<file path="config.mk">
export PLATFORM = sky130hd
export DESIGN_NAME = merge_subsystem_top
export DESIGN_NICKNAME = d
export VERILOG_FILES = /design/src/hdl/merge_pkg.sv /design/src/hdl/pipeline_skid_buffer.sv /design/src/hdl/arbiter_priority.sv /design/src/hdl/pipeline_merge_priority.sv /design/src/hdl/merge_subsystem_top.sv
export VERILOG_INCLUDE_DIRS = /design/src /design/src/hdl
export SDC_FILE = /design/constraint.sdc
export NUM_CORES = 1
export LEC_CHECK = 0
export BUFFER_PORTS_ARGS = -buffer_cell sky130_fd_sc_hd__buf_2
export CAP_MARGIN = 20
export CORE_AREA = 2 2 123 125
export DETAILED_ROUTE_END_ITERATION = 16
export DIE_AREA = 0 0 125 127
export HOLD_SLACK_MARGIN = 0.06
export PLACE_DENSITY = 0.75
export SYNTH_ARGS = -nofsm -noshare
export SYNTH_HDL_FRONTEND = slang
export SYNTH_SLANG_ARGS = --single-unit
</file>
<file path="constraint.sdc">
create_clock -name clock -period 5.2 [get_ports clock]
set_input_delay 0.78 -clock clock [delete_from_list [all_inputs] [get_ports clock]]
set_output_delay 0.78 -clock clock [all_outputs]
set_load 0.01 [all_outputs]
</file>
<file path="src/hdl/merge_settings.svh">
// merge settings: payload width, input count and source index width for the priority merge

`ifndef MERGE_SETTINGS_SVH
`define MERGE_SETTINGS_SVH

// width of one payload word on every input stream
`define MERGE_WORD_WIDTH 16

// number of input streams merged into the single output stream
`define MERGE_INPUT_COUNT 4

// width of the source tag, wide enough to name every input
// keep this in step with MERGE_INPUT_COUNT when the count changes
`define MERGE_SOURCE_WIDTH 2

`endif

</file>
<file path="src/hdl/merge_pkg.sv">
// merge package: payload, source index and tagged output record types for the priority merge

`include "merge_settings.svh"

package merge_pkg;

    // one payload word as it arrives on an input stream
    typedef logic [`MERGE_WORD_WIDTH-1:0] word_t;

    // index of the input a word came from
    typedef logic [`MERGE_SOURCE_WIDTH-1:0] source_t;

    // record on the output side
    // the source sits in the upper bits so the data field lines up with the input word
    typedef struct packed {
        source_t source;
        word_t   data;
    } merged_t;

endpackage

</file>
<file path="src/hdl/pipeline_skid_buffer.sv">
// skid buffer: two-entry ready/valid register stage that breaks the valid-to-ready path
`timescale 1ns/1ps

module pipeline_skid_buffer
    import merge_pkg::*;
#(
    parameter type payload_t = word_t
) (
    input  logic     clock,
    input  logic     rst,

    input  logic     in_valid,
    output logic     in_ready,
    input  payload_t in_data,

    output logic     out_valid,
    input  logic     out_ready,
    output payload_t out_data
);

    // empty holds nothing, busy holds one word in main, full holds main and skid
    typedef enum logic [1:0] {
        state_empty,
        state_busy,
        state_full
    } state_t;

    state_t   state;
    state_t   state_next;
    payload_t main_data;
    payload_t skid_data;
    logic     insert;
    logic     remove;
    logic     load_main;
    logic     load_skid;
    logic     unload_skid;

    // a transfer happens on each side only when both handshake signals are high
    assign insert = in_valid && in_ready;
    assign remove = out_valid && out_ready;

    // the next state depends only on the two transfers, and the load enables follow from it
    always_comb begin
        state_next  = state;
        load_main   = 1'b0;
        load_skid   = 1'b0;
        unload_skid = 1'b0;
        case (state)
            state_empty: begin
                if (insert) begin
                    state_next = state_busy;
                    load_main  = 1'b1;
                end
            end
            state_busy: begin
                if (insert && !remove) begin
                    // output stalled, so the new word goes to the skid register
                    state_next = state_full;
                    load_skid  = 1'b1;
                end else if (insert && remove) begin
                    // word streams straight through the main register
                    load_main = 1'b1;
                end else if (remove) begin
                    state_next = state_empty;
                end
            end
            state_full: begin
                // in_ready is low here, so only the output side can move
                if (remove) begin
                    state_next  = state_busy;
                    unload_skid = 1'b1;
                end
            end
            default: begin
                state_next = state_empty;
            end
        endcase
    end

    // both handshake outputs come from flops loaded from the next state
    always_ff @(posedge clock) begin
        if (rst) begin
            state     <= state_empty;
            in_ready  <= 1'b1;
            out_valid <= 1'b0;
        end else begin
            state     <= state_next;
            in_ready  <= (state_next != state_full);
            out_valid <= (state_next != state_empty);
        end
    end

    always_ff @(posedge clock) begin
        if (load_main) begin
            main_data <= in_data;
        end else if (unload_skid) begin
            main_data <= skid_data;
        end
        if (load_skid) begin
            skid_data <= in_data;
        end
    end

    // the output is always the main register
    assign out_data = main_data;

    // the registered ready must have fallen one edge before the buffer filled
    assert property (@(posedge clock) disable iff (rst)
        (state == state_full) |-> !insert)
        else $error("skid buffer accepted a word while full");

    // a stalled word is held until the receiver takes it
    assert property (@(posedge clock) disable iff (rst)
        (out_valid && !out_ready) |=> (out_valid && $stable(out_data)))
        else $error("skid buffer changed a stalled output word");

endmodule

</file>
<file path="src/hdl/arbiter_priority.sv">
// priority arbiter: grants the lowest-index request and holds the grant while it stays asserted
`timescale 1ns/1ps

module arbiter_priority #(
    parameter int input_count = 2
) (
    input  logic                   clock,
    input  logic                   rst,
    input  logic [input_count-1:0] requests,
    output logic [input_count-1:0] grant
);

    logic [input_count-1:0] grant_held;
    logic [input_count-1:0] grant_lowest;
    logic                   hold;

    // isolate the lowest set bit of the requests
    // adding one to the inverse carries up to exactly that bit
    assign grant_lowest = requests & (~requests + 1'b1);

    // the previous winner keeps its turn for as long as it keeps asking
    assign hold = |(grant_held & requests);

    // grant_held is one-hot or zero, so masking it with requests gives it back unchanged on hold
    assign grant = hold ? grant_held : grant_lowest;

    // remember the winner for the next cycle
    // a zero grant clears the hold so the next request starts a fresh choice
    always_ff @(posedge clock) begin
        if (rst) begin
            grant_held <= '0;
        end else begin
            grant_held <= grant;
        end
    end

    // at most one requester wins at any time
    assert property (@(posedge clock) disable iff (rst)
        $onehot0(grant))
        else $error("arbiter grant is not one-hot");

    // a grant never goes to an input that is not asking
    assert property (@(posedge clock) disable iff (rst)
        (grant & ~requests) == '0)
        else $error("arbiter granted an idle request");

endmodule

</file>
<file path="src/hdl/pipeline_merge_priority.sv">
// priority merge: arbitrates buffered inputs, selects and tags the granted word, steers ready back
`timescale 1ns/1ps

`include "merge_settings.svh"

module pipeline_merge_priority
    import merge_pkg::*;
(
    input  logic                          clock,
    input  logic                          rst,

    input  logic [`MERGE_INPUT_COUNT-1:0] buf_valid,
    output logic [`MERGE_INPUT_COUNT-1:0] buf_ready,
    input  word_t                         buf_data [`MERGE_INPUT_COUNT],

    output logic                          merge_valid,
    input  logic                          merge_ready,
    output merged_t                       merge_data
);

    logic [`MERGE_INPUT_COUNT-1:0] grant;
    word_t                         sel_word;
    source_t                       sel_source;

    // any waiting input makes the output valid
    // the arbiter always grants one of them, so the offered word is never empty
    assign merge_valid = |buf_valid;

    // pick one of the valid inputs, lowest index first, holding the pick under stall
    arbiter_priority #(
        .input_count (`MERGE_INPUT_COUNT)
    ) u_arbiter (
        .clock    (clock),
        .rst      (rst),
        .requests (buf_valid),
        .grant    (grant)
    );

    // one-hot AND-OR select of the granted word
    // the same loop encodes the grant bit into its index
    always_comb begin
        sel_word   = '0;
        sel_source = '0;
        for (int i = 0; i < `MERGE_INPUT_COUNT; i++) begin
            sel_word = sel_word | (buf_data[i] & {`MERGE_WORD_WIDTH{grant[i]}});
            if (grant[i]) begin
                sel_source = sel_source | source_t'(i);
            end
        end
    end

    // tag the word with the input it came from
    assign merge_data.source = sel_source;
    assign merge_data.data   = sel_word;

    // only the granted input sees the downstream ready
    // the other inputs keep their words and wait
    assign buf_ready = grant & {`MERGE_INPUT_COUNT{merge_ready}};

    // the input buffers hold a stalled word and the arbiter holds its grant,
    // so the merged word cannot change until it is taken
    assert property (@(posedge clock) disable iff (rst)
        (merge_valid && !merge_ready) |=> (merge_valid && $stable(merge_data)))
        else $error("merged word changed while stalled");

endmodule

</file>
<file path="src/hdl/merge_subsystem_top.sv">
// merge subsystem: buffered inputs, priority merge and buffered tagged output
`timescale 1ns/1ps

`include "merge_settings.svh"

module merge_subsystem_top
    import merge_pkg::*;
(
    input  logic                          clock,
    input  logic                          rst,

    input  logic [`MERGE_INPUT_COUNT-1:0] in_valid,
    output logic [`MERGE_INPUT_COUNT-1:0] in_ready,
    input  word_t                         in_data [`MERGE_INPUT_COUNT],

    output logic                          out_valid,
    input  logic                          out_ready,
    output merged_t                       out_data
);

    logic [`MERGE_INPUT_COUNT-1:0] buf_valid;
    logic [`MERGE_INPUT_COUNT-1:0] buf_ready;
    word_t                         buf_data [`MERGE_INPUT_COUNT];
    logic                          merge_valid;
    logic                          merge_ready;
    merged_t                       merge_data;

    // every input gets its own skid buffer so no input ready depends on its valid
    for (genvar i = 0; i < `MERGE_INPUT_COUNT; i++) begin : g_input
        pipeline_skid_buffer #(
            .payload_t (word_t)
        ) u_in_buffer (
            .clock     (clock),
            .rst       (rst),
            .in_valid  (in_valid[i]),
            .in_ready  (in_ready[i]),
            .in_data   (in_data[i]),
            .out_valid (buf_valid[i]),
            .out_ready (buf_ready[i]),
            .out_data  (buf_data[i])
        );
    end

    pipeline_merge_priority u_merge (
        .clock       (clock),
        .rst         (rst),
        .buf_valid   (buf_valid),
        .buf_ready   (buf_ready),
        .buf_data    (buf_data),
        .merge_valid (merge_valid),
        .merge_ready (merge_ready),
        .merge_data  (merge_data)
    );

    // the output buffer also cuts the path from out_ready back to in_ready
    pipeline_skid_buffer #(
        .payload_t (merged_t)
    ) u_out_buffer (
        .clock     (clock),
        .rst       (rst),
        .in_valid  (merge_valid),
        .in_ready  (merge_ready),
        .in_data   (merge_data),
        .out_valid (out_valid),
        .out_ready (out_ready),
        .out_data  (out_data)
    );

endmodule

</file>
==> Yosys cells after proc, flatten, opt, wreduce, memory -nomap -nowiden <==
Index checks and enable logic that the tools add are counted.
{ "word_totals": {"register_bits": 188, "inputBits": 71, "out_inout_bits": 23, "word_cells": 181} }
{ "op_classes": {"addsub": 1, "n_eq_ne": 15, "n_mux": 84, "bitwise_logic": 11, "n_reduce_logical": 42} }
{ "op_table": {"columns": ["operator", "count"], "rows": [
  ["$mux 16", 8],
  ["$and 16x16->16", 4],
  ["$mux 2", 27],
  ["$or 16x16->16", 3],
  ["$mux 1", 36],
  ["$mux 18", 2],
  ["$pmux 2 s3", 5],
  ["$logic_and 1x1->1", 20],
  ["$reduce_bool 2->1", 10],
  ["$and 4x4->4", 3],
  ["$eq 2x1->1 const B", 5],
  ["$eq 2x2->1 const B", 5],
  ["$logic_not 2->1", 5],
  ["$ne 2x2->1 const B", 5],
  ["$pmux 1 s2", 5],
  ["$reduce_or 4->1", 2],
  ["$logic_not 1->1", 5],
  ["$add 4x1->4 const B", 1],
  ["$mux 4", 1],
  ["$not 4->4", 1]
]} }

==> Longest topological paths before layout <==
Gate-level depths: netlist of run 1.
{ "logic_depth": {"depth_word": 11, "mapped_depth": 8, "mapped_depth_nobuf": 5} }

==> Hierarchy <==
A second synthesis of run 1 with hierarchy kept.
{ "unflattened": {"cells_unflattened": 450, "hier_area_um2": 7628.6} }
{ "by_module_without_submodules": {"columns": ["mod", "instances", "cells_each", "area_per_inst_um2", "seq_area_each_um2"], "rows": [
  ["pipeline_skid_buffer at g_input[0].u_in_buffer ...", 4, 71, 1363.8, 1041.0],
  ["pipeline_skid_buffer at u_out_buffer", 1, 77, 1506.4, 1161.1],
  ["pipeline_merge_priority", 1, 63, 421.7, 0.0],
  ["arbiter_priority", 1, 26, 245.2, 80.1]
]} }

==> Worst setup path before layout of run 1 <==
Ideal clock, no wire load.
{ "synth_path": {"path_type": "in2reg", "start": "in out_ready", "end": "reg u_out_buffer.skid_data[0] (netlist bit) (enable)", "setup_time_ps": 416, "arrival_ps": 2381, "required_time_ps": 4784, "slack_ps": 2403, "path_stages": 3, "n_path_buf": 0, "path_cell_list": "and2_1 -> nand2b_1 -> nor3_1"} }
{ "synth_between": {"elab_chain_len": 5} }
{ "synth_lines": {"columns": ["element", "line_no", "rtl"], "rows": [
  ["from (decl)", "merge_subsystem_top.sv:17", "input logic out_ready,"],
  ["$logic_and 1x1->1", "pipeline_skid_buffer.sv:40", "assign remove = out_valid && out_ready;"],
  ["$logic_not 1->1", "pipeline_skid_buffer.sv:56", "if (insert && !remove) begin"],
  ["$logic_and 1x1->1", "pipeline_skid_buffer.sv:56", null],
  ["$mux 1", "pipeline_skid_buffer.sv:56", null],
  ["$mux 1", "pipeline_skid_buffer.sv:48", "case (state)"],
  ["net u_out_buffer.load_skid", "pipeline_skid_buffer.sv:35", "logic load_skid;"],
  ["to (signal assigned)", "pipeline_skid_buffer.sv:100", "skid_data <= in_data;"],
  ["to (decl)", "pipeline_skid_buffer.sv:31", "payload_t skid_data;"]
]} }
The timed path passes the listed nets, and every way through them passes these cells.
A chain may end at the register's enable or synchronous reset.

==> Worst setup path in the final report of run 1 <==
{ "layout_path": {"start": "reg g_input[0].u_in_buffer.out_valid", "end": "reg g_input[3].u_in_buffer.main_data (netlist bit g_input[3].u_in_buffer.out_data[1]) (data pin)"} }
{ "layout_between": {"elab_chain_len": 11, "word_cells_on_any_way": 15, "classes_between": "add/sub: 1; mux: 5; bitwise: 4; reduce/logical: 5"} }
{ "layout_lines": {"columns": ["element", "line_no", "rtl"], "rows": [
  ["from (decl)", "pipeline_skid_buffer.sv:16", "output logic out_valid,"],
  ["from (signal assigned)", "pipeline_skid_buffer.sv:89", "out_valid <= (state_next != state_empty);"],
  ["$not 4->4", "arbiter_priority.sv:19", "assign grant_lowest = requests & (~requests + 1'b1);"],
  ["$add 4x1->4", "arbiter_priority.sv:19", null],
  ["$and 4x4->4", "arbiter_priority.sv:19", null],
  ["$mux 4 (*)", "arbiter_priority.sv:25", "assign grant = hold ? grant_held : grant_lowest;"],
  ["$and 4x4->4 (*)", "pipeline_merge_priority.sv:58", "assign buf_ready = grant & {`MERGE_INPUT_COUNT{merge_ready}};"],
  ["$logic_and 1x1->1 (*)", "pipeline_skid_buffer.sv:40", null],
  ["$logic_and 1x1->1 or $logic_not 1->1 (tied branches)", "pipeline_skid_buffer.sv:60, pipeline_skid_buffer.sv:56", null],
  ["$mux 1 or $logic_and 1x1->1 (tied branches)", "pipeline_skid_buffer.sv:60, pipeline_skid_buffer.sv:56", null],
  ["$mux 1 (*)", "pipeline_skid_buffer.sv:56", null],
  ["$pmux 1 s2 (*)", "pipeline_skid_buffer.sv:48", null],
  ["$mux 16 (*)", "pipeline_skid_buffer.sv:94", "if (load_main) begin"],
  ["to (signal assigned)", "pipeline_skid_buffer.sv:95", "main_data <= in_data;"],
  ["to (signal assigned)", "pipeline_skid_buffer.sv:97", "main_data <= skid_data;"],
  ["to (decl)", "pipeline_skid_buffer.sv:30", "payload_t main_data;"]
]} }
Mark *: on every way between the ends. The rest lies on a longest branch, timed or not.

==> flow_summary_export.csv, run 1 <==
group,metric,value,unit
die,die_h,127,µm
finish,area_delta_synth_final,16.6,%
power,swShare,27.8,%
timing,setup_tns,0,ps
cts,clkTransAtPathRegs,70,ps
hold_path,min_path_type,"input pin to register",
power,p_leak,3.34,nW
power,p_per_area,500,mW/mm²
yosys,synth_edf_count,164,
timing,setup_viol,0,
cts,post_cts_buffers,0,
cts,ctsResizeCount,0,
power,clockPowerShare,30.4,%
grt,grt_antenna_before_repair,0,
power,internal_power,3.29,mW
timing,min_period,3590,ps
cts,holdBufCountCts,0,
cts,clk_latency,430,ps
finish,drive_above_1_share,39.3,%
yosys,synth_top_area_share,63.0,%
yosys,yosysSeqAreaShare,69.1,%
grt,grt_usage,21.7,%
finish,final_common_cell,"edfxtp_1",
setup_path,crit_path_max_fanout,24,
die,rows,44,
timing,timing.fmax,0.279,GHz
place,place_congestion,0.868,
setup_path,cp.arrival,3770,ps
grt,grt_pass1_wl,26.3,mm
yosys,avgSynthCellArea,15.7,µm²
place,place_area,0.00845,mm²
die,die_area,0.0159,mm²
setup_path,path_class,"register to register",
place,dp_hpwl,11.2,mm
detailed_routing,routed_wl,16.8,mm
detailed_routing,drt_pass1_iterations,7,
yosys,synthDistinctLibCells,42,
setup_path,crit_path_start_kind,"register",
power,p_switching,1.27,mW
timing,hold_viol_final,0,
detailed_routing,drt_iter0_markers,415,
finish,fin_nets,666,
yosys,synth-async-reset-ratio,0,%
die,die_w,125,µm
grt,grt_max_degree,25,
setup_path,critPathRequiredTime,5380,ps
cts,cts_num_sinks,188,
finish,multi_input_area,0.00226,mm²
job,drv_cap,0,
finish,regArea,0.00541,mm²
finish,final_cell_area,0.00912,mm²
hold_path,hold_depth,1,
yosys,syn_inst,497,
detailed_routing,via_per_inst,6.08,
timing,worstMarginPinSlew,1020,ps
grt,grt_pass1_vias,4876,
yosys,synth.area.top_cells,"edfxtp_1 (63%), mux2_2 (12%), dfxtp_1 (6.1%)",
place,port-buffer-count,93,
timing,drv_slew,0,
power,ir_drop,0.229,mV
die,io_pins,94,
timing,timing.final.crit_share,69.0,%
setup_path,reg2regPathDepth,5,
cts,htree_levels,4,
timing,clock_skew,6.50,ps
yosys,synth_nets,568,
power,power_frac_seq,48.1,%
yosys,netlist_area,0.00782,mm²
detailed_routing,vias,4817,
yosys,yosysTopAreaCell,"edfxtp_1",
cts,clockBufferDepth,2,
finish,final_cell_mix,"edfxtp_1 (164), buf_2 (93), mux2_2 (83)",
cts,root_buffer,"clkbuf_16",
cts,cts_made_buffers,17,
cts,cts_tree,"yes",
detailed_routing,drcViolationCount,0,
grt,grt_overflow,0,
die,core,0.0144,mm²
yosys,yosysWarningCount,0,
detailed_routing,post_drt_wl_per_cell,21.2,µm
detailed_routing,ant_nets,0,
yosys,synth_flop_cell,"edfxtp_1",
timing,setup_ws,1610,ps
setup_path,cp-end-kind,"register",
timing,rsz0062_at_grt,"false",
run_status,run_status,"completed",
power,power_frac_comb,21.5,%
finish,fillCellCount,1068,
finish,diodes,0,
die,start_util,54.2,%
place,pre_cts_slack,1730,ps
power,finalPower,4.56,mW
timing,slew-limit-headroom,32.3,%
yosys,ys_ff_latch,188,
[through the flow]
step / hold slack, ps / utilization (%) / cells
3_3_place_gp: 527 / 58.6 / 757
3_5_place_dp: 533 / 58.6 / 757
6_report: 530 / 63.2 / 792
4_1_cts: 521 / 63.0 / 789
5_1_grt: 516 / 63.2 / 792
2_1_floorplan: 497 / - / 497
[power by group through the flow]
stage               clock (mW)  combinational (mW)  sequential, mW
finish                    1.38               0.980            2.19
global route              1.46                1.06            2.22
CTS                       1.40               0.977            2.19
detailed placement           0               0.967            2.22
global placement             0               0.932            2.21
floorplan                    0               0.642            2.20
[cells by family after synthesis]
family | share of synthesized area, %
DFF | 69.1
muxes | 13.4
buffers and inverters | 2.32
AOI/OAI and AO/OA | 9.55
and+or+nand+nor | 5.60
[cell usage after synthesis, types with 6 or more instances]
cell type,n
clkbuf_1,7
buf_2,8
inv_1,6
nand2_1,22
a31oi_1,10
and2_1,9
a222oi_1,11
dfxtp_1,24
or2_2,6
mux2_2,83
edfxtp_1,164
mux2i_1,10
nor2b_1,6
a22oi_1,17
a221o_1,16
buf_4,9
nor3_1,7
nor2_1,14
a21oi_1,27
[worst max-delay path: stages, from the launching register on]
cell      delay, ps
dfxtp_1         580
a222oi_1       1010
buf_4           350
a41oi_2         200
a21oi_2         760
mux2_2          430
[worst paths after layout]
path                                                           start                             endpoint  slack (ps)
worst max-delay path                g_input[0].u_in_buffer.out_valid   g_input[3].u_in_buffer.out_data[1]        1610
worst max register to register      g_input[0].u_in_buffer.out_valid   g_input[3].u_in_buffer.out_data[1]        1610
worst min-delay path                                     in_data[33]  g_input[1].u_in_buffer.skid_data[1]         530
worst min register to register  g_input[3].u_in_buffer.skid_data[14]  g_input[3].u_in_buffer.out_data[14]         550
[sequential cells by signal, indices dropped and copies added (netlist names)]
name and count:
g_input.u_in_buffer.in_ready 4, g_input.u_in_buffer.out_data 64, g_input.u_in_buffer.out_valid 4, g_input.u_in_buffer.skid_data 64
g_input.u_in_buffer.state 8, u_merge.u_arbiter.grant_held 4, u_out_buffer.in_ready 1, u_out_buffer.out_data 18
u_out_buffer.out_valid 1, u_out_buffer.skid_data 18, u_out_buffer.state 2
[per-layer routing]
metal  share of wire, %  routed length, µm  global-route usage (%)
met5                  0                  0                       0
met4                2.1                350                    8.63
met3                7.1               1190                    4.86
met2                 50               8420                    36.6
met1                 41               6800                    27.8
[final cells by class]
class | instances | area share, %
Tap cell | 184 | 2.53
Clock buffer | 18 | 4.82
Sequential cell | 188 | 59.3
Inverter | 6 | 0.247
Clock inverter | 14 | 2.13
Timing Repair Buffer | 105 | 6.24
Multi-Input combinational cell | 277 | 24.7
Note: power is estimated with default switching activity, not from simulation.
==> inputs of run 2 (changes only) <==
--- a/config.mk
+++ b/config.mk
@@ -6,13 +6,14 @@
 export SDC_FILE = /design/constraint.sdc
 export NUM_CORES = 1
 export LEC_CHECK = 0
+export ABC_AREA = 1
 export BUFFER_PORTS_ARGS = -buffer_cell sky130_fd_sc_hd__buf_2
 export CAP_MARGIN = 20
-export CORE_AREA = 2 2 123 125
+export CORE_AREA = 2 2 126 128
 export DETAILED_ROUTE_END_ITERATION = 16
-export DIE_AREA = 0 0 125 127
+export DIE_AREA = 0 0 128 130
 export HOLD_SLACK_MARGIN = 0.06
-export PLACE_DENSITY = 0.75
+export PLACE_DENSITY = 0.74
 export SYNTH_ARGS = -nofsm -noshare
 export SYNTH_HDL_FRONTEND = slang
 export SYNTH_SLANG_ARGS = --single-unit
==> constraint.sdc (replaced) <==
create_clock -name clock -period 2.9 [get_ports clock]
set_input_delay 0.435 -clock clock [delete_from_list [all_inputs] [get_ports clock]]
set_output_delay 0.435 -clock clock [all_outputs]
set_load 0.01 [all_outputs]
==> run 2 against run 1 <==
Sequential power rose by 79%. Sequential cell count did not move. Total power rose by 80%. Worst hold slack got worse by 330 ps. Clock power rose by 55%. Critical path depth rose by 1. Largest power group unchanged. Synthesized cell count rose by 40%. Utilization fell by 5.3 points. Fmax rose by 55%. Global-route usage fell by 2.6 points. Combinational power rose by 120%. Sequential share of layout area rose by 1.2 points.
==> flow_summary_export.csv, run 2 <==
group,metric,value,unit
run_status,run_status,"completed",
die,die_h,130,µm
cts,cts_num_sinks,188,
timing,setup_tns,0,ps
cts,clkTransAtPathRegs,70,ps
setup_path,cp.depth,6,
place,port-buffer-count,93,
setup_path,reg2regPathDepth,6,
setup_path,critPathRequiredTime,3060,ps
detailed_routing,via_per_inst,5.15,
grt,grt_pass1_vias,4676,
timing,timing.fmax,0.433,GHz
die,start_util,50.4,%
yosys,synthTopCellsByCount,"nand2_1 (242), edfxtp_1 (164), nand3_1 (120)",
setup_path,critPathTopFamily,"simple AND/OR/NAND/NOR gates",
setup_path,crit_path_start_kind,"register",
die,rows,46,
timing,drv_slew,0,
yosys,synth_nets,767,
yosys,syn_inst,696,
hold_path,hold_start,"in_data[37]",
timing,rsz0062_at_grt,"false",
detailed_routing,vias,5131,
grt,grt_antenna_before_repair,0,
finish,area_delta_synth_final,14.8,%
detailed_routing,drt_iter0_markers,379,
cts,post_cts_buffers,0,
timing,slew-limit-headroom,52.9,%
yosys,avgSynthCellArea,11.2,µm²
setup_path,r2r-start,"g_input[0].u_in_buffer.out_valid",
grt,grt_max_degree,21,
cts,clk_latency,420,ps
yosys,yosysTopAreaCell,"edfxtp_1",
detailed_routing,post_drt_wl_per_cell,15.2,µm
finish,fin_cells,996,
timing,hold_viol_final,0,
timing,worstMarginPinSlew,705,ps
setup_path,cp-end-kind,"register",
setup_path,reg2reg_slack,590,ps
hold_path,worst_hold_path.endpoint,"g_input[1].u_in_buffer.skid_data[5]",
die,core,0.0154,mm²
die,die_area,0.0166,mm²
yosys,synthDistinctLibCells,29,
setup_path,cp.arrival,2460,ps
place,place_congestion,0.897,
yosys,synth-async-reset-ratio,0,%
yosys,ys_ff_latch,188,
timing,timing.final.crit_share,79.6,%
cts,cts_tree,"yes",
job,drv_cap,0,
grt,grt_pass1_wl,24.1,mm
finish,diodes,0,
setup_path,max_stage_delay,560,ps
finish,fillCellCount,1287,
power,p_leak,3.78,nW
place,dp_hpwl,11.1,mm
cts,ctsResizeCount,0,
finish,drive_above_1_share,19.4,%
power,p_per_area,917,mW/mm²
detailed_routing,ant_nets,0,
timing,setup_viol,0,
grt,grt_usage,19.2,%
die,io_pins,94,
power,ir_drop,0.466,mV
setup_path,worst_path_max_delay_cell,"clkinv_1",
finish,fin_util,57.9,%
detailed_routing,routed_wl,15.1,mm
cts,htree_levels,4,
yosys,synth_flop_cell,"edfxtp_1",
hold_path,hold_depth,1,
timing,clock_skew,7.65,ps
finish,final_cell_mix,"nand2_1 (242), edfxtp_1 (164), nand3_1 (120)",
yosys,synth_top_area_share,63.3,%
timing,min_period,2310,ps
yosys,yosysSeqAreaShare,69.5,%
yosys,netlist_area,0.00778,mm²
yosys,synth.area.top_cells,"edfxtp_1 (63%), nand2_1 (12%), nand3_1 (7.7%)",
detailed_routing,drcViolationCount,0,
setup_path,reg2reg_to,"u_out_buffer.out_data[17]",
detailed_routing,drt_pass1_iterations,5,
cts,holdBufCountCts,0,
cts,root_buffer,"clkbuf_16",
setup_path,crit_path_max_fanout,20,
setup_path,cp_common_cell,"nor2_1",
cts,clockBufferDepth,2,
place,placedCellCount,964,
yosys,yosysWarningCount,0,
finish,fin_nets,862,
yosys,synth_most_common_cell,"nand2_1",
setup_path,path_cells,"nor2_1 > a21boi_1 > nand2_1 > clkinv_1 > nor2_1 > a31oi_1",
hold_path,min_path_type,"input pin to register",
die,die_w,128,µm
setup_path,path_class,"register to register",
yosys,synth_edf_count,164,
cts,cts_made_buffers,17,
grt,grt_overflow,0,
setup_path,worst-path-buf-inv,1,
finish,final_common_cell,"nand2_1",
timing,whs,198,ps
-- run 2: cell types whose count changed after synthesis, moves of 16 or more --
| cell | change |
|---|---|
| nand2_1 | +220 |
| nand3_1 | +119 |
| mux2_2 | -83 |
| inv_1 | +28 |
| a21oi_1 | -26 |
| a22oi_1 | -17 |
| nand4_1 | +17 |
| a221o_1 | -16 |
-- run 2: final cells by class --
cell class                      instances  area (µm²)  area share [%]
Sequential cell                       188        5410            60.5
Multi-Input combinational cell        443        2060            23.1
Timing Repair Buffer                  102         533            5.97
Clock buffer                           21         450            5.04
Tap cell                              192         240            2.69
Inverter                               39         149            1.67
Clock inverter                         11        96.3            1.08
-- run 2: per-stage QoR --
stage / worst slack, ps / power (mW) / instance area (µm²)
5_1_grt: 327 / 8.66 / 8930
6_report: 591 / 8.19 / 8930
4_1_cts: 600 / 8.24 / 8930
3_5_place_dp: 535 / 6.11 / 8390
3_3_place_gp: 625 / 6.06 / 8390
2_1_floorplan: 615 / 5.47 / 7780
-- run 2: metal layers --
metal	global-route usage, %	part of all wire, %	up-vias
met5	0	0	-
met4	7.24	2.2	0
met3	4.22	4.9	24
met2	29.3	46	158
met1	27.3	47	2367
li1	-	-	2582
-- run 2: power breakdown --
part           switching [mW]  internal, mW  leakage [nW]
sequential              0.178          3.73          1.74
combinational            1.52         0.628          1.77
clock                   0.937          1.20         0.259
-- run 2: cell families (layout without fill, tap and decap cells) --
| group | count (synthesis) | after routing | share of synthesized area [%] |
|---|---|---|---|
| buffers and inverters | 65 | 173 | 4.04 |
| AO/OA/AOI/OAI | 11 | 11 | 0.820 |
| AND/OR/NAND/NOR | 432 | 432 | 25.7 |
| flip-flops | 188 | 188 | 69.5 |
-- run 2: worst max path at each step --
| stage | startpoint | end | slack [ps] |
|---|---|---|---|
| 2_1_floorplan | out_ready | u_out_buffer.out_valid | 610 |
| 3_3_place_gp | out_ready | u_out_buffer.out_data[17] | 630 |
| 3_5_place_dp | out_ready | u_out_buffer.out_data[17] | 540 |
| 4_1_cts | g_input[0].u_in_buffer.out_valid | u_out_buffer.out_data[17] | 600 |
| 5_1_grt | g_input[0].u_in_buffer.out_valid | u_out_buffer.out_data[17] | 330 |
| 6_report | g_input[0].u_in_buffer.out_valid | u_out_buffer.out_data[17] | 590 |
==> inputs of run 3 (changes only) <==
--- a/config.mk
+++ b/config.mk
@@ -9,11 +9,11 @@
 export ABC_AREA = 1
 export BUFFER_PORTS_ARGS = -buffer_cell sky130_fd_sc_hd__buf_2
 export CAP_MARGIN = 20
-export CORE_AREA = 2 2 126 128
+export CORE_AREA = 2 2 122 124
 export DETAILED_ROUTE_END_ITERATION = 16
-export DIE_AREA = 0 0 128 130
+export DIE_AREA = 0 0 124 126
 export HOLD_SLACK_MARGIN = 0.06
-export PLACE_DENSITY = 0.74
+export PLACE_DENSITY = 0.75
 export SYNTH_ARGS = -nofsm -noshare
 export SYNTH_HDL_FRONTEND = slang
 export SYNTH_SLANG_ARGS = --single-unit
==> constraint.sdc (replaced) <==
create_clock -name clock -period 2.2 [get_ports clock]
set_input_delay 0.33 -clock clock [delete_from_list [all_inputs] [get_ports clock]]
set_output_delay 0.33 -clock clock [all_outputs]
set_load 0.01 [all_outputs]
==> run 3 against run 2 <==
Critical path depth up 4. Count of clock-buffer cells in the layout decreased by 3. Clock skew fell by 1.3 ps. Clock power up 38%. Global-route usage is 3.1 points higher. Sequential power rose by 32%. Die area fell by 6.1%. Largest power group unchanged. Highest routed layer unchanged.
==> flow_summary_export.csv, run 3 (synthesis results as in run 2) <==
group,metric,value,unit
power,finalPower,11.1,mW
detailed_routing,drt_iter0_markers,367,
cts,clkTransAtPathRegs,60,ps
setup_path,crit_path_max_fanout,19,
cts,ctsResizeCount,0,
run_status,run_status,"completed",
cts,root_buffer,"clkbuf_16",
detailed_routing,drcViolationCount,0,
cts,htree_levels,4,
cts,holdBufCountCts,0,
finish,area_delta_synth_final,16.3,%
grt,grt_usage,22.2,%
place,port-buffer-count,93,
cts,cts_tree,"yes",
setup_path,path_class,"register to register",
finish,drive_above_1_share,20.5,%
finish,fin_nets,871,
power,ir_drop,0.521,mV
setup_path,cp.arrival,2070,ps
finish,final_cell_mix,"nand2_1 (242), edfxtp_1 (164), nand3_1 (120)",
detailed_routing,drt_pass1_iterations,7,
hold_path,min_path_type,"input pin to register",
cts,post_cts_buffers,0,
timing,worstMarginPinSlew,490,ps
detailed_routing,via_per_inst,5.34,
finish,fillCellCount,1105,
die,die_w,124,µm
grt,grt_max_degree,21,
die,start_util,54.4,%
timing,slew-limit-headroom,67.1,%
timing,timing.final.crit_share,88.4,%
timing,min_period,1940,ps
die,die_h,126,µm
setup_path,critPathRequiredTime,2330,ps
grt,grt_pass1_wl,26.0,mm
place,dp_hpwl,12.0,mm
job,drv_cap,0,
cts,clockBufferDepth,2,
detailed_routing,vias,5327,
timing,rsz0062_at_grt,"false",
cts,clk_latency,440,ps
setup_path,cp-end-kind,"register",
finish,diodes,0,
finish,multi_input_area,0.00206,mm²
die,io_pins,94,
power,p_per_area,1230,mW/mm²
grt,grt_antenna_before_repair,0,
finish,final_common_cell,"nand2_1",
cts,cts_made_buffers,17,
detailed_routing,ant_nets,0,
timing,hold_viol_final,0,
die,die_area,0.0156,mm²
timing,setup_viol,0,
die,core,0.0143,mm²
detailed_routing,routed_wl,16.2,mm
cts,cts_num_sinks,188,
grt,grt_pass1_vias,5230,
timing,drv_slew,0,
grt,grt_overflow,0,
die,rows,44,
power,p_leak,3.84,nW
place,place_congestion,0.972,
timing,timing.fmax,0.514,GHz
setup_path,crit_path_start_kind,"register",
finish,regArea,0.00541,mm²
timing,setup_tns,0,ps
timing,clock_skew,6.39,ps
detailed_routing,post_drt_wl_per_cell,16.3,µm
## run 3: cell type report
class | count | area share (%)
inverters | 39 | 1.65
multi-input cells | 443 | 22.8
flip-flops and latches | 188 | 59.8
well taps | 184 | 2.54
clock buffers | 18 | 4.74
clock inverters | 14 | 1.59
repair buffers | 111 | 6.92
## run 3: worst paths after layout
path | to | depth (start not counted) | startpoint | slack [ps]
setup / recovery | g_input[0].u_in_buffer.out_data[9] | 10 | g_input[0].u_in_buffer.out_valid | 260
hold reg to reg | g_input[2].u_in_buffer.out_data[2] | 2 | g_input[2].u_in_buffer.skid_data[2] | 510
setup reg to reg | g_input[0].u_in_buffer.out_data[9] | 10 | g_input[0].u_in_buffer.out_valid | 260
hold / removal | g_input[2].u_in_buffer.skid_data[3] | 1 | in_data[19] | 80
## run 3: per-layer routing
layer / up-vias / part of all wire (%) / wire length [µm] / track usage (%)
li1: 2605 / - / - / -
met1: 2539 / 43 / 7020 / 29.2
met2: 156 / 50 / 8080 / 36.5
met3: 27 / 4.6 / 742 / 4.26
met4: 0 / 2.3 / 370 / 8.99
met5: - / 0 / 0 / 0
## run 3: per-stage QoR
| step | setup slack, ps | utilization [%] | std cells | instance area [µm²] | hold slack [ps] |
|---|---|---|---|---|---|
| after floorplan | 138 | - | 696 | 7780 | 402 |
| after global placement | 326 | 59.2 | 965 | 8470 | 499 |
| after detailed placement | 264 | 59.2 | 965 | 8470 | 500 |
| after CTS | 256 | 63.2 | 997 | 9050 | 65.9 |
| after global routing | 48.6 | 63.2 | 997 | 9050 | 69.5 |
| final | 255 | 63.2 | 997 | 9050 | 81.3 |
## run 3: critical path: stages, from the launching register on
cell and delay [ps]:
dfxtp_1 360, nand2_1 90, nand2_2 80, inv_2 100
nand2_8 80, nand2_4 180, nand3_2 170, nand2_4 210
nand2_4 60, nand2_1 70, buf_4 230
## run 3: report_power, final
part	switching (mW)	internal [mW]
clock network	1.28	1.67
registers	0.239	4.91
logic	2.08	0.906
total	3.60	7.49
